<file path="src/design/uart_pkg.sv">
package uart_pkg;

	////////////////////////////////////////////////////////////
	// Frame format
	////////////////////////////////////////////////////////////

	// Data bits per frame sent LSB first
	localparam int DATA_BITS = 8;
	localparam int BIT_IDX_W = $clog2(DATA_BITS);

	// Index of the last data bit in a frame
	localparam logic [BIT_IDX_W-1:0] LAST_BIT = BIT_IDX_W'(DATA_BITS - 1);

	// Line levels for start bit and stop bit (idle line is high)
	localparam logic START_LEVEL = 1'b0;
	localparam logic STOP_LEVEL  = 1'b1;

	// One payload byte
	typedef logic [DATA_BITS-1:0] uart_byte_t;

	// Status that a FIFO reports to its user
	typedef struct packed {
		logic empty;
		logic full;
	} fifo_flags_t;

	////////////////////////////////////////////////////////////
	// Receiver and transmitter states
	////////////////////////////////////////////////////////////

	typedef enum logic [2:0] {
		RX_IDLE,
		RX_START,
		RX_DATA,
		RX_PARITY,
		RX_STOP
	} rx_state_t;

	typedef enum logic [1:0] {
		TX_IDLE,
		TX_DATA,
		TX_PARITY,
		TX_STOP
	} tx_state_t;

endpackage

</file>
<file path="src/design/sync_fifo.sv">
`timescale 1ns/10ps

module sync_fifo #(
	parameter int FIFO_ADDR_BITS = 2
) (
	input  logic                  CLK,
	input  logic                  RST,
	input  logic                  push,
	input  uart_pkg::uart_byte_t  push_data,
	input  logic                  pop,
	output uart_pkg::uart_byte_t  head,
	output uart_pkg::fifo_flags_t flags
);

	import uart_pkg::*;

	localparam int DEPTH = 1 << FIFO_ADDR_BITS;

	// Count needs one more bit than the pointers to reach DEPTH
	localparam logic [FIFO_ADDR_BITS:0] FULL_COUNT = (FIFO_ADDR_BITS + 1)'(DEPTH);

	uart_byte_t                mem [DEPTH];
	logic [FIFO_ADDR_BITS-1:0] wr_ptr;
	logic [FIFO_ADDR_BITS-1:0] rd_ptr;
	logic [FIFO_ADDR_BITS:0]   count;

	logic do_push;
	logic do_pop;

	// Push on full and pop on empty are dropped here
	assign do_push = push && !flags.full;
	assign do_pop  = pop && !flags.empty;

	assign flags.empty = (count == '0);
	assign flags.full  = (count == FULL_COUNT);

	// First word falls through straight from the read pointer
	assign head = mem[rd_ptr];

	////////////////////////////////////////////////////////////
	// Storage
	////////////////////////////////////////////////////////////

	always_ff @(posedge CLK) begin
		if (do_push) begin
			mem[wr_ptr] <= push_data;
		end
	end

	////////////////////////////////////////////////////////////
	// Pointers and occupancy
	////////////////////////////////////////////////////////////

	always_ff @(posedge CLK or posedge RST) begin
		if (RST) begin
			wr_ptr <= '0;
			rd_ptr <= '0;
			count  <= '0;
		end else begin
			if (do_push) begin
				wr_ptr <= wr_ptr + 1'b1;
			end
			if (do_pop) begin
				rd_ptr <= rd_ptr + 1'b1;
			end
			// Simultaneous push and pop leaves the count alone
			case ({do_push, do_pop})
				2'b10:   count <= count + 1'b1;
				2'b01:   count <= count - 1'b1;
				default: count <= count;
			endcase
		end
	end

endmodule

</file>
<file path="src/design/uart_rx.sv">
`timescale 1ns/10ps

module uart_rx #(
	parameter int CLKS_PER_BIT = 8
) (
	input  logic                 CLK,
	input  logic                 RST,
	input  logic                 rx,
	input  logic                 fifo_full,
	output logic                 push,
	output uart_pkg::uart_byte_t push_data
);

	import uart_pkg::*;

	localparam int CNT_W = (CLKS_PER_BIT > 1) ? $clog2(CLKS_PER_BIT) : 1;

	// Mid-bit sample point and wrap value of the bit-period counter
	localparam logic [CNT_W-1:0] HALF_BIT = CNT_W'(CLKS_PER_BIT / 2);
	localparam logic [CNT_W-1:0] LAST_CNT = CNT_W'(CLKS_PER_BIT - 1);

	rx_state_t            state;
	logic [CNT_W-1:0]     bit_cnt;
	logic [BIT_IDX_W-1:0] bit_idx;
	logic                 parity_acc;

	logic sample;
	logic data_sample;

	assign sample      = (bit_cnt == HALF_BIT);
	assign data_sample = sample && (state == RX_DATA);

	////////////////////////////////////////////////////////////
	// Bit-period counter
	////////////////////////////////////////////////////////////

	// Held at zero while idle, so each start edge restarts it
	always_ff @(posedge CLK or posedge RST) begin
		if (RST) begin
			bit_cnt <= '0;
		end else if (state == RX_IDLE) begin
			bit_cnt <= '0;
		end else if (bit_cnt == LAST_CNT) begin
			bit_cnt <= '0;
		end else begin
			bit_cnt <= bit_cnt + 1'b1;
		end
	end

	////////////////////////////////////////////////////////////
	// Frame FSM
	////////////////////////////////////////////////////////////

	always_ff @(posedge CLK or posedge RST) begin
		if (RST) begin
			state      <= RX_IDLE;
			bit_idx    <= '0;
			parity_acc <= 1'b0;
			push       <= 1'b0;
		end else begin
			push <= 1'b0;
			case (state)
				RX_IDLE: begin
					if (rx == START_LEVEL) begin
						state <= RX_START;
					end
				end
				RX_START: begin
					if (sample) begin
						// High again at mid-bit means a glitch
						if (rx == START_LEVEL) begin
							state      <= RX_DATA;
							bit_idx    <= '0;
							parity_acc <= 1'b0;
						end else begin
							state <= RX_IDLE;
						end
					end
				end
				RX_DATA: begin
					if (sample) begin
						parity_acc <= parity_acc ^ rx;
						bit_idx    <= bit_idx + 1'b1;
						if (bit_idx == LAST_BIT) begin
							state <= RX_PARITY;
						end
					end
				end
				RX_PARITY: begin
					if (sample) begin
						// Byte is lost on bad parity or a full FIFO
						if ((rx == parity_acc) && !fifo_full) begin
							push <= 1'b1;
						end
						state <= RX_STOP;
					end
				end
				RX_STOP: begin
					if (sample) begin
						state <= RX_IDLE;
					end
				end
				default: state <= RX_IDLE;
			endcase
		end
	end

	// Byte assembled LSB first and complete before the parity sample
	always_ff @(posedge CLK) begin
		if (data_sample) begin
			push_data[bit_idx] <= rx;
		end
	end

endmodule

</file>
<file path="src/design/uart_tx.sv">
`timescale 1ns/10ps

module uart_tx #(
	parameter int CLKS_PER_BIT = 8
) (
	input  logic                  CLK,
	input  logic                  RST,
	input  uart_pkg::fifo_flags_t fifo_flags,
	input  uart_pkg::uart_byte_t  head,
	output logic                  pop,
	output logic                  tx
);

	import uart_pkg::*;

	localparam int CNT_W = (CLKS_PER_BIT > 1) ? $clog2(CLKS_PER_BIT) : 1;
	localparam logic [CNT_W-1:0] LAST_CNT = CNT_W'(CLKS_PER_BIT - 1);

	tx_state_t            state;
	logic [CNT_W-1:0]     tick_cnt;
	logic [BIT_IDX_W-1:0] bit_idx;
	logic                 parity_acc;
	uart_byte_t           shift_buf;

	logic tick;
	logic take;
	logic shift_en;

	assign tick     = (tick_cnt == '0);
	assign take     = tick && (state == TX_IDLE) && !fifo_flags.empty;
	assign shift_en = tick && (state == TX_DATA);

	// Free-running baud tick that ignores the FIFO
	always_ff @(posedge CLK or posedge RST) begin
		if (RST) begin
			tick_cnt <= '0;
		end else if (tick_cnt == LAST_CNT) begin
			tick_cnt <= '0;
		end else begin
			tick_cnt <= tick_cnt + 1'b1;
		end
	end

	////////////////////////////////////////////////////////////
	// Serializer FSM
	////////////////////////////////////////////////////////////

	always_ff @(posedge CLK or posedge RST) begin
		if (RST) begin
			state      <= TX_IDLE;
			bit_idx    <= '0;
			parity_acc <= 1'b0;
			pop        <= 1'b0;
			tx         <= STOP_LEVEL;
		end else begin
			pop <= take;
			if (take) begin
				tx         <= START_LEVEL;
				state      <= TX_DATA;
				bit_idx    <= '0;
				parity_acc <= 1'b0;
			end else if (shift_en) begin
				tx         <= shift_buf[0];
				parity_acc <= parity_acc ^ shift_buf[0];
				bit_idx    <= bit_idx + 1'b1;
				if (bit_idx == LAST_BIT) begin
					state <= TX_PARITY;
				end
			end else if (tick && (state == TX_PARITY)) begin
				tx    <= parity_acc;
				state <= TX_STOP;
			end else if (tick && (state == TX_STOP)) begin
				tx    <= STOP_LEVEL;
				state <= TX_IDLE;
			end
		end
	end

	// Head latched at the start bit, then shifted out LSB first
	always_ff @(posedge CLK) begin
		if (take) begin
			shift_buf <= head;
		end else if (shift_en) begin
			shift_buf <= shift_buf >> 1;
		end
	end

endmodule

</file>
<file path="src/design/uart_comm.sv">
`timescale 1ns/10ps

module uart_comm #(
	parameter int BAUDRATE       = 2304000,
	parameter int CLOCKRATE      = 90000000,
	parameter int FIFO_ADDR_BITS = 4
) (
	input  logic                 CLK,
	input  logic                 RST,
	input  logic                 send_flag,
	input  uart_pkg::uart_byte_t send_data,
	input  logic                 recv_flag,
	output uart_pkg::uart_byte_t recv_data,
	output logic                 sendable,
	output logic                 receivable,
	output logic                 Tx,
	input  logic                 Rx
);

	import uart_pkg::*;

	// Bit period in clock cycles
	localparam int CLKS_PER_BIT = CLOCKRATE / BAUDRATE;

	fifo_flags_t send_flags;
	fifo_flags_t recv_flags;
	uart_byte_t  tx_head;
	logic        tx_pop;
	uart_byte_t  rx_byte;
	logic        rx_push;

	assign sendable   = !send_flags.full;
	assign receivable = !recv_flags.empty;

	////////////////////////////////////////////////////////////
	// Transmit path
	////////////////////////////////////////////////////////////

	sync_fifo #(.FIFO_ADDR_BITS(FIFO_ADDR_BITS)) i_send_fifo (
		.CLK       (CLK),
		.RST       (RST),
		.push      (send_flag),
		.push_data (send_data),
		.pop       (tx_pop),
		.head      (tx_head),
		.flags     (send_flags)
	);

	uart_tx #(.CLKS_PER_BIT(CLKS_PER_BIT)) i_uart_tx (
		.CLK        (CLK),
		.RST        (RST),
		.fifo_flags (send_flags),
		.head       (tx_head),
		.pop        (tx_pop),
		.tx         (Tx)
	);

	////////////////////////////////////////////////////////////
	// Receive path
	////////////////////////////////////////////////////////////

	uart_rx #(.CLKS_PER_BIT(CLKS_PER_BIT)) i_uart_rx (
		.CLK       (CLK),
		.RST       (RST),
		.rx        (Rx),
		.fifo_full (recv_flags.full),
		.push      (rx_push),
		.push_data (rx_byte)
	);

	// Host pops with recv_flag and sees the head with no added latency
	sync_fifo #(.FIFO_ADDR_BITS(FIFO_ADDR_BITS)) i_recv_fifo (
		.CLK       (CLK),
		.RST       (RST),
		.push      (rx_push),
		.push_data (rx_byte),
		.pop       (recv_flag),
		.head      (recv_data),
		.flags     (recv_flags)
	);

endmodule

</file>
<file path="config.mk">
export PLATFORM = sky130hd
export DESIGN_NAME = uart_comm
export DESIGN_NICKNAME = d
export VERILOG_FILES = /design/src/design/uart_pkg.sv /design/src/design/sync_fifo.sv /design/src/design/uart_rx.sv /design/src/design/uart_tx.sv /design/src/design/uart_comm.sv
export SDC_FILE = /design/constraint.sdc
export NUM_CORES = 1
export LEC_CHECK = 0
export CORE_MARGIN = 2
export CORE_UTILIZATION = 30
export DETAILED_ROUTE_END_ITERATION = 8
export DONT_BUFFER_PORTS = 1
export PLACE_DENSITY_LB_ADDON = 0.25
export SYNTH_ARGS = -nofsm -noshare
export SYNTH_HDL_FRONTEND = slang
export SYNTH_SLANG_ARGS = --single-unit
</file>
<file path="constraint.sdc">
create_clock -name CLK -period 3.5 [get_ports CLK]
set_input_delay 0.35 -clock CLK [delete_from_list [all_inputs] [get_ports CLK]]
set_output_delay 0.35 -clock CLK [all_outputs]
set_load 0.01 [all_outputs]
</file>
==> impl_metrics.yaml, run 1 <==
clock_network:
  cts_buffers: 37
  postCtsHoldBufs: 10
  clock_latency_ns: 0.55
  cts_buffer_depth: 3
  cts_tree: "done"
  cts.sinks: 326
  htree_levels: 2
  cts_root_buffer: "clkbuf_16"
  cts_resized: 0
  post_cts_buffers: 0
  path_clk_slew_ns: 0.06
synthesis:
  netlist_area_um2: 13400
  async_flop_share: 0.166
  synth_compound_area_frac: 0.0247
  ys_ff_latch: 326
  mappedNetlistNets: 770
  ys.flop_type: "edfxtp_1"
  synth_top_family_by_area: "multiplexers"
  synthAdderAreaFrac: 0.0258
  synth_cell_types: 55
  syn_area_per_cell_um2: 18.3
  synth_warnings: 0
  synth_cells: 730
  synth_simple_gate_area_frac: 0.0563
  seq_area_frac_synth: 0.712
  synth_xor_area_frac: 0.0223
  synth_edf_count: 272
  muxShareOfSynthArea: 0.142
critical_path:
  critPathArrivalTime_ns: 3.32
  crit_type: "flop to flop"
  cp_top_family: "adder cells"
  worst_setup_path_end_kind: "flop"
  critical_path.max_stage_delay_ns: 0.57
  cp.buffers_inverters: 0
  critical_path_required_ns: 3.96
  path_max_fanout: 6
  slowest_stage: "nor4_1"
  worstPathCellList: "nor4_1, a21boi_1, ha_1, fa_1, a21o_1, a21oi_1, mux2i_1, xnor2_1"
  cp-start-kind: "flop"
timing:
  slew_headroom: 0.448
  setup_viol: 0
  grt_setup_unrepaired: "no"
  worst_pin_slew_ns: 0.826
  fin_worst_skew_ns: 0.0255
  period_share: 0.819
  hold_viol: 0
  setup_slack_ns: 0.634
  slew_viol_final: 0
  fmax_mhz: 349
  setup_tns_ns: 0
  min_period_ns: 2.87
cells_and_area:
  drive_above_1_share: 0.221
  mostFrequentLayoutCells: "272 x edfxtp_1, 72 x mux4_2, 51 x dfrtp_1"
  fin_util: 0.351
  nets: 815
  final_common_cell: "edfxtp_1"
  area_delta_synth_final_pct: 15.8
  fill_cells: 4216
grt:
  grtUsageMet2: 0.181
  grt_pass1_wl_mm: 40.8
  grt_pass1_vias: 6679
  top_usage_layer: "met2"
  grtUsageMet1: 0.158
  grt_overflow: 0
  antenna_found_initial: 1
  globalRouteMet3Util: 0.0260
  grt_max_degree: 36
  grt.total_usage: 0.115
pwr:
  p_int_mw: 7.66
  ir_worst_vdd_uv: 571
  switching_share: 0.274
  p_per_area_nw_per_um2: 682
  p_clk_frac: 0.352
  p_leak_nw: 5.15
  pwr-share-seq: 0.465
  p_comb_frac: 0.183
  power_mw: 10.6
  power.switching_mw: 2.90
placement:
  portBuffers: 0
  hpwl_mm: 16.1
  gp_congestion: 0.735
  dp_slack_ns: 0.668
drt:
  drtIter0Drc: 382
  drt_first_pass_iters: 4
  num_vias: 6434
  totalWireLength_mm: 26.1
  ant_nets: 0
  wl_per_cell_um: 18.7
  viasPerCell: 4.61
  drc: 0
die:
  die_h_um: 215
  coreArea_um2: 44100
  chipWidth_um: 215
  floorplan.rows: 77
  initial_utilization: 0.303
  dieArea_um2: 46300
  ios: 24
min_path:
  hold_path.class: "input port to flop"
job:
  maxCapViolCount: 0
status:
  outcome: "complete, no violations"
==> worst reg2reg max path: cells and delay by family (launching register included) <==
family	cells	cell delay, ns
adders and majority gates	2	0.78
AOI/OAI and AO/OA	3	0.65
DFF	1	0.42
muxes	1	0.23
and+or+nand+nor	1	0.57
xor gates and xnor gates	1	0.13
==> routing by layer <==
metal  share of wire  vias up  wire length [µm]
met4           0.021        0               552
li1                -     2963                 -
met3           0.042       36              1090
met1            0.47     3330             12200
met2            0.47      105             12200
met5               0        -                 0
==> power groups by stage <==
stage               Sequential, mW  Clock, mW  Combinational [mW]
detailed placement            4.99          0                1.95
finish                        4.91       3.71                1.94
global placement              4.99          0                1.94
CTS                           4.92       3.83                1.98
floorplan                     4.76          0                1.64
global route                  4.97       3.99                2.14
==> state kept, by name, indices dropped and copies added (netlist names), 5 cells and up <==
signal	count
i_uart_rx.push_data	8
i_uart_tx.shift_buf	8
i_recv_fifo.count	5
i_send_fifo.count	5
i_uart_rx.bit_cnt	6
i_uart_tx.tick_cnt	6
i_recv_fifo.mem	128
i_send_fifo.mem	128
==> cells in the mapped netlist, types with 2 or more instances <==
| library cell | number | area [µm²] |
|---|---|---|
| a21o_1 | 3 | 22.5 |
| dfrtp_1 | 53 | 1330 |
| a211oi_1 | 3 | 22.5 |
| nand3_1 | 10 | 50.1 |
| xor2_1 | 13 | 114 |
| a21boi_1 | 3 | 22.5 |
| xnor2_1 | 21 | 184 |
| o21ai_0 | 14 | 70.1 |
| nor3_1 | 12 | 60.1 |
| nand2_1 | 28 | 105 |
| nand4_1 | 4 | 25.0 |
| buf_4 | 5 | 37.5 |
| nand2b_1 | 6 | 37.5 |
| nand3b_1 | 3 | 22.5 |
| ha_1 | 26 | 325 |
| nor2b_1 | 7 | 43.8 |
| edfxtp_1 | 272 | 8170 |
| o31ai_1 | 4 | 30.0 |
| nor2_1 | 49 | 184 |
| buf_1 | 11 | 41.3 |
| nor4b_1 | 2 | 17.5 |
| o22ai_1 | 8 | 50.1 |
| mux4_2 | 72 | 1620 |
| inv_1 | 13 | 48.8 |
| mux2_2 | 8 | 90.1 |
| mux2i_1 | 14 | 140 |
| clkbuf_1 | 14 | 52.6 |
| a21oi_1 | 13 | 65.1 |
| a31oi_1 | 2 | 12.5 |
| nor4_1 | 3 | 18.8 |
| buf_2 | 5 | 25.0 |
| or2_2 | 2 | 12.5 |
| and3_1 | 2 | 12.5 |
| nor4b_4 | 2 | 47.6 |
| mux2_1 | 3 | 33.8 |
==> through the flow <==
step,instances,hold WS (ns),area [µm²]
after floorplan,730,0.449,13400
after global placement,1318,0.448,14200
after global routing,1394,0.0911,15500
after detailed placement,1318,0.450,14200
after CTS,1394,0.0277,15500
final,1395,0.0579,15500
==> logic make-up (layout without fill, tap and decap cells) <==
| kind of cell | after synthesis | after routing |
|---|---|---|
| DFF | 326 | 326 |
| and+or+nand+nor | 141 | 141 |
| muxes | 98 | 98 |
| AOI/OAI and AO/OA | 54 | 54 |
| buffers and inverters | 50 | 122 |
| xor gates and xnor gates | 34 | 34 |
| adders and majority gates | 27 | 27 |
| other | 0 | 1 |
==> path summary, 6_finish.rpt <==
kind,cells after the start,endpoint,start,slack [ns]
min,3,i_uart_rx.state[1],Rx,0.06
min reg2reg,1,i_uart_rx.bit_cnt[0],i_uart_rx.bit_cnt[0],0.49
max reg2reg,8,i_recv_fifo.count[4],i_recv_fifo.count[1],0.63
max in group asynchronous,3,i_uart_tx.tx,RST,2.22
min in group asynchronous,2,i_uart_rx.push,RST,0.43
max,8,i_recv_fifo.count[4],i_recv_fifo.count[1],0.63
==> final cells by class <==
cell class                 instances  area [µm²]  area share
sequential                       326        9520       0.615
clock inverter                    14         144     0.00929
antenna                            1        2.50    0.000162
multi-input combinational        354        3630       0.234
timing repair buffer              42         378      0.0244
inverter                          14        52.6     0.00339
clock buffer                      52        1010      0.0655
tap                              592         741      0.0478
(Power assumes the default switching activity.)
==> run 2, diff against run 1 <==
==> constraint.sdc (replaced) <==
create_clock -name CLK -period 2.4 [get_ports CLK]
set_input_delay 0.24 -clock CLK [delete_from_list [all_inputs] [get_ports CLK]]
set_output_delay 0.24 -clock CLK [all_outputs]
set_load 0.01 [all_outputs]
==> run 2 against run 1 <==
  * The flow now finishes with violations (negative setup slack)
  * Sequential power grew 46%
  * Critical path depth decreased by 5
  * Critical path type is now flop to primary output
  * Hold slack better by 0.10 ns
  * Design area grew 1.4%
  * Count of clock-buffer cells in the layout did not move
==> impl_metrics.yaml, run 2 (synthesis results as in run 1) <==
grt:
  antenna_found_initial: 2
  grt_pass1_wl_mm: 40.9
  grt_max_degree: 36
  grt_overflow: 0
  grt.total_usage: 0.116
  grt_pass1_vias: 6869
drt:
  drtIter0Drc: 439
  viasPerCell: 4.61
  num_vias: 6464
  drc: 0
  wl_per_cell_um: 18.5
  drt_first_pass_iters: 4
  totalWireLength_mm: 25.9
  ant_nets: 0
timing:
  period_share: 1.04
  slew_viol_final: 0
  slew_headroom: 0.354
  worst_pin_slew_ns: 0.965
  fmax_mhz: 400
  grt_setup_unrepaired: "yes"
  fin_worst_skew_ns: 0.0164
  min_period_ns: 2.50
  hold_viol: 0
  fin_hold_ws_ns: 0.159
  setup_viol: 8
  setup_slack_ns: -0.0989
critical_path:
  rr_startpoint: "i_send_fifo.count[3]"
  worstReg2RegEnd: "i_send_fifo.count[4]"
  critical_path_required_ns: 2.16
  crit_type: "flop to primary output"
  r2r_cells: 11
  cp-start-kind: "flop"
  worst_setup_path_end_kind: "primary output"
  ff2ff_setup_slack_ns: 0.16
  crit_path_start: "i_recv_fifo.rd_ptr[0]"
  worstSetupEndpoint: "recv_data[0]"
  critPathArrivalTime_ns: 2.26
  path_max_fanout: 12
cells_and_area:
  area_delta_synth_final_pct: 17.4
  drive_above_1_share: 0.250
  nets: 824
  mostFrequentLayoutCells: "272 x edfxtp_1, 72 x mux4_2, 49 x nor2_1, 49 x dfrtp_1, 38 x clkbuf_16"
  final_area_um2: 15700
  fin_cells: 1401
  top_regs: "i_recv_fifo.mem (128), i_send_fifo.mem (128)"
  final_common_cell: "edfxtp_1"
  fin_util: 0.356
  antenna_cells: 0
die:
  initial_utilization: 0.303
  coreArea_um2: 44100
  ios: 24
  chipWidth_um: 215
  floorplan.rows: 77
  dieArea_um2: 46300
  die_h_um: 215
clock_network:
  cts_tree: "done"
  cts.sinks: 326
  path_clk_slew_ns: 0.06
  cts_buffer_depth: 3
  clock_latency_ns: 0.54
  htree_levels: 2
  cts_buffers: 37
  cts_root_buffer: "clkbuf_16"
pwr:
  ir_worst_vdd_uv: 563
  p_leak_nw: 5.21
  p_per_area_nw_per_um2: 1010
placement:
  dp.cells: 1322
  gp_congestion: 0.737
  post_dp_cell_area_um2: 14300
  hpwl_mm: 16.4
  portBuffers: 0
job:
  maxCapViolCount: 0
min_path:
  hold_path.class: "input port to flop"
status:
  outcome: "finished, violations left"
  violations: "negative setup slack"
[run 2: power breakdown]
part	total (mW)	switching, mW	leakage [nW]	internal (mW)
clock	5.47	2.18	0.568	3.29
sequential	7.16	0.548	3.12	6.62
combinational	3.17	1.55	1.53	1.62
[run 2: metrics by stage]
step                      setup TNS, ns  setup slack [ns]  power (mW)
after detailed placement              0             0.103        10.3
after global placement                0             0.120        10.3
after global routing              -1.35            -0.184        16.6
final                            -0.654           -0.0989        15.8
after floorplan                       0           0.00953        9.40
after CTS                         -1.42            -0.185        16.0
[run 2: cell type report]
cell class,instances,area (µm²)
Tap cell,592,741
Fill cell,4220,28400
Multi-Input combinational cell,354,3710
Clock inverter,12,141
Sequential cell,326,9530
Timing Repair Buffer,51,495
Inverter,14,52.6
Clock buffer,52,1020
[run 2: how the worst min path moves through the flow]
stage	from	endpoint	slack, ns	depth (start not counted)
after global placement	RST	i_send_fifo.count[1]	0.25	1
after global routing	recv_flag	i_recv_fifo.rd_ptr[0]	0.17	3
final	Rx	i_uart_rx.parity_acc	0.16	4
after floorplan	send_data[0]	i_send_fifo.mem[0][0]	0.34	0
after detailed placement	RST	i_send_fifo.count[1]	0.25	1
after CTS	recv_flag	i_recv_fifo.rd_ptr[0]	0.12	3
[run 2: routing by layer]
layer	vias to the layer above	track usage	routed length, µm
met5	-	0	27
met2	98	0.183	12300
met4	4	0.0405	580
met3	41	0.0272	1070
met1	3343	0.156	12000
li1	2978	-	-
[run 2: what timing repair did]
| action | in CTS | in global routing |
|---|---|---|
| endpoints found under the setup margin | 8 | 12 |
| hold endpoints to repair | 162 | 0 |
| pin swaps | 0 | 10 |
| setup buffers | 1 | 4 |
| gates resized for setup | 2 | 14 |
| hold buffers | 10 | 0 |
| gates cloned | 1 | 0 |
[run 2: worst max-delay path, stage by stage, from the launching register on]
cell and delay (ns):
dfrtp_2 0.44, buf_12 0.19, mux4_2 0.53, mux4_2 0.56
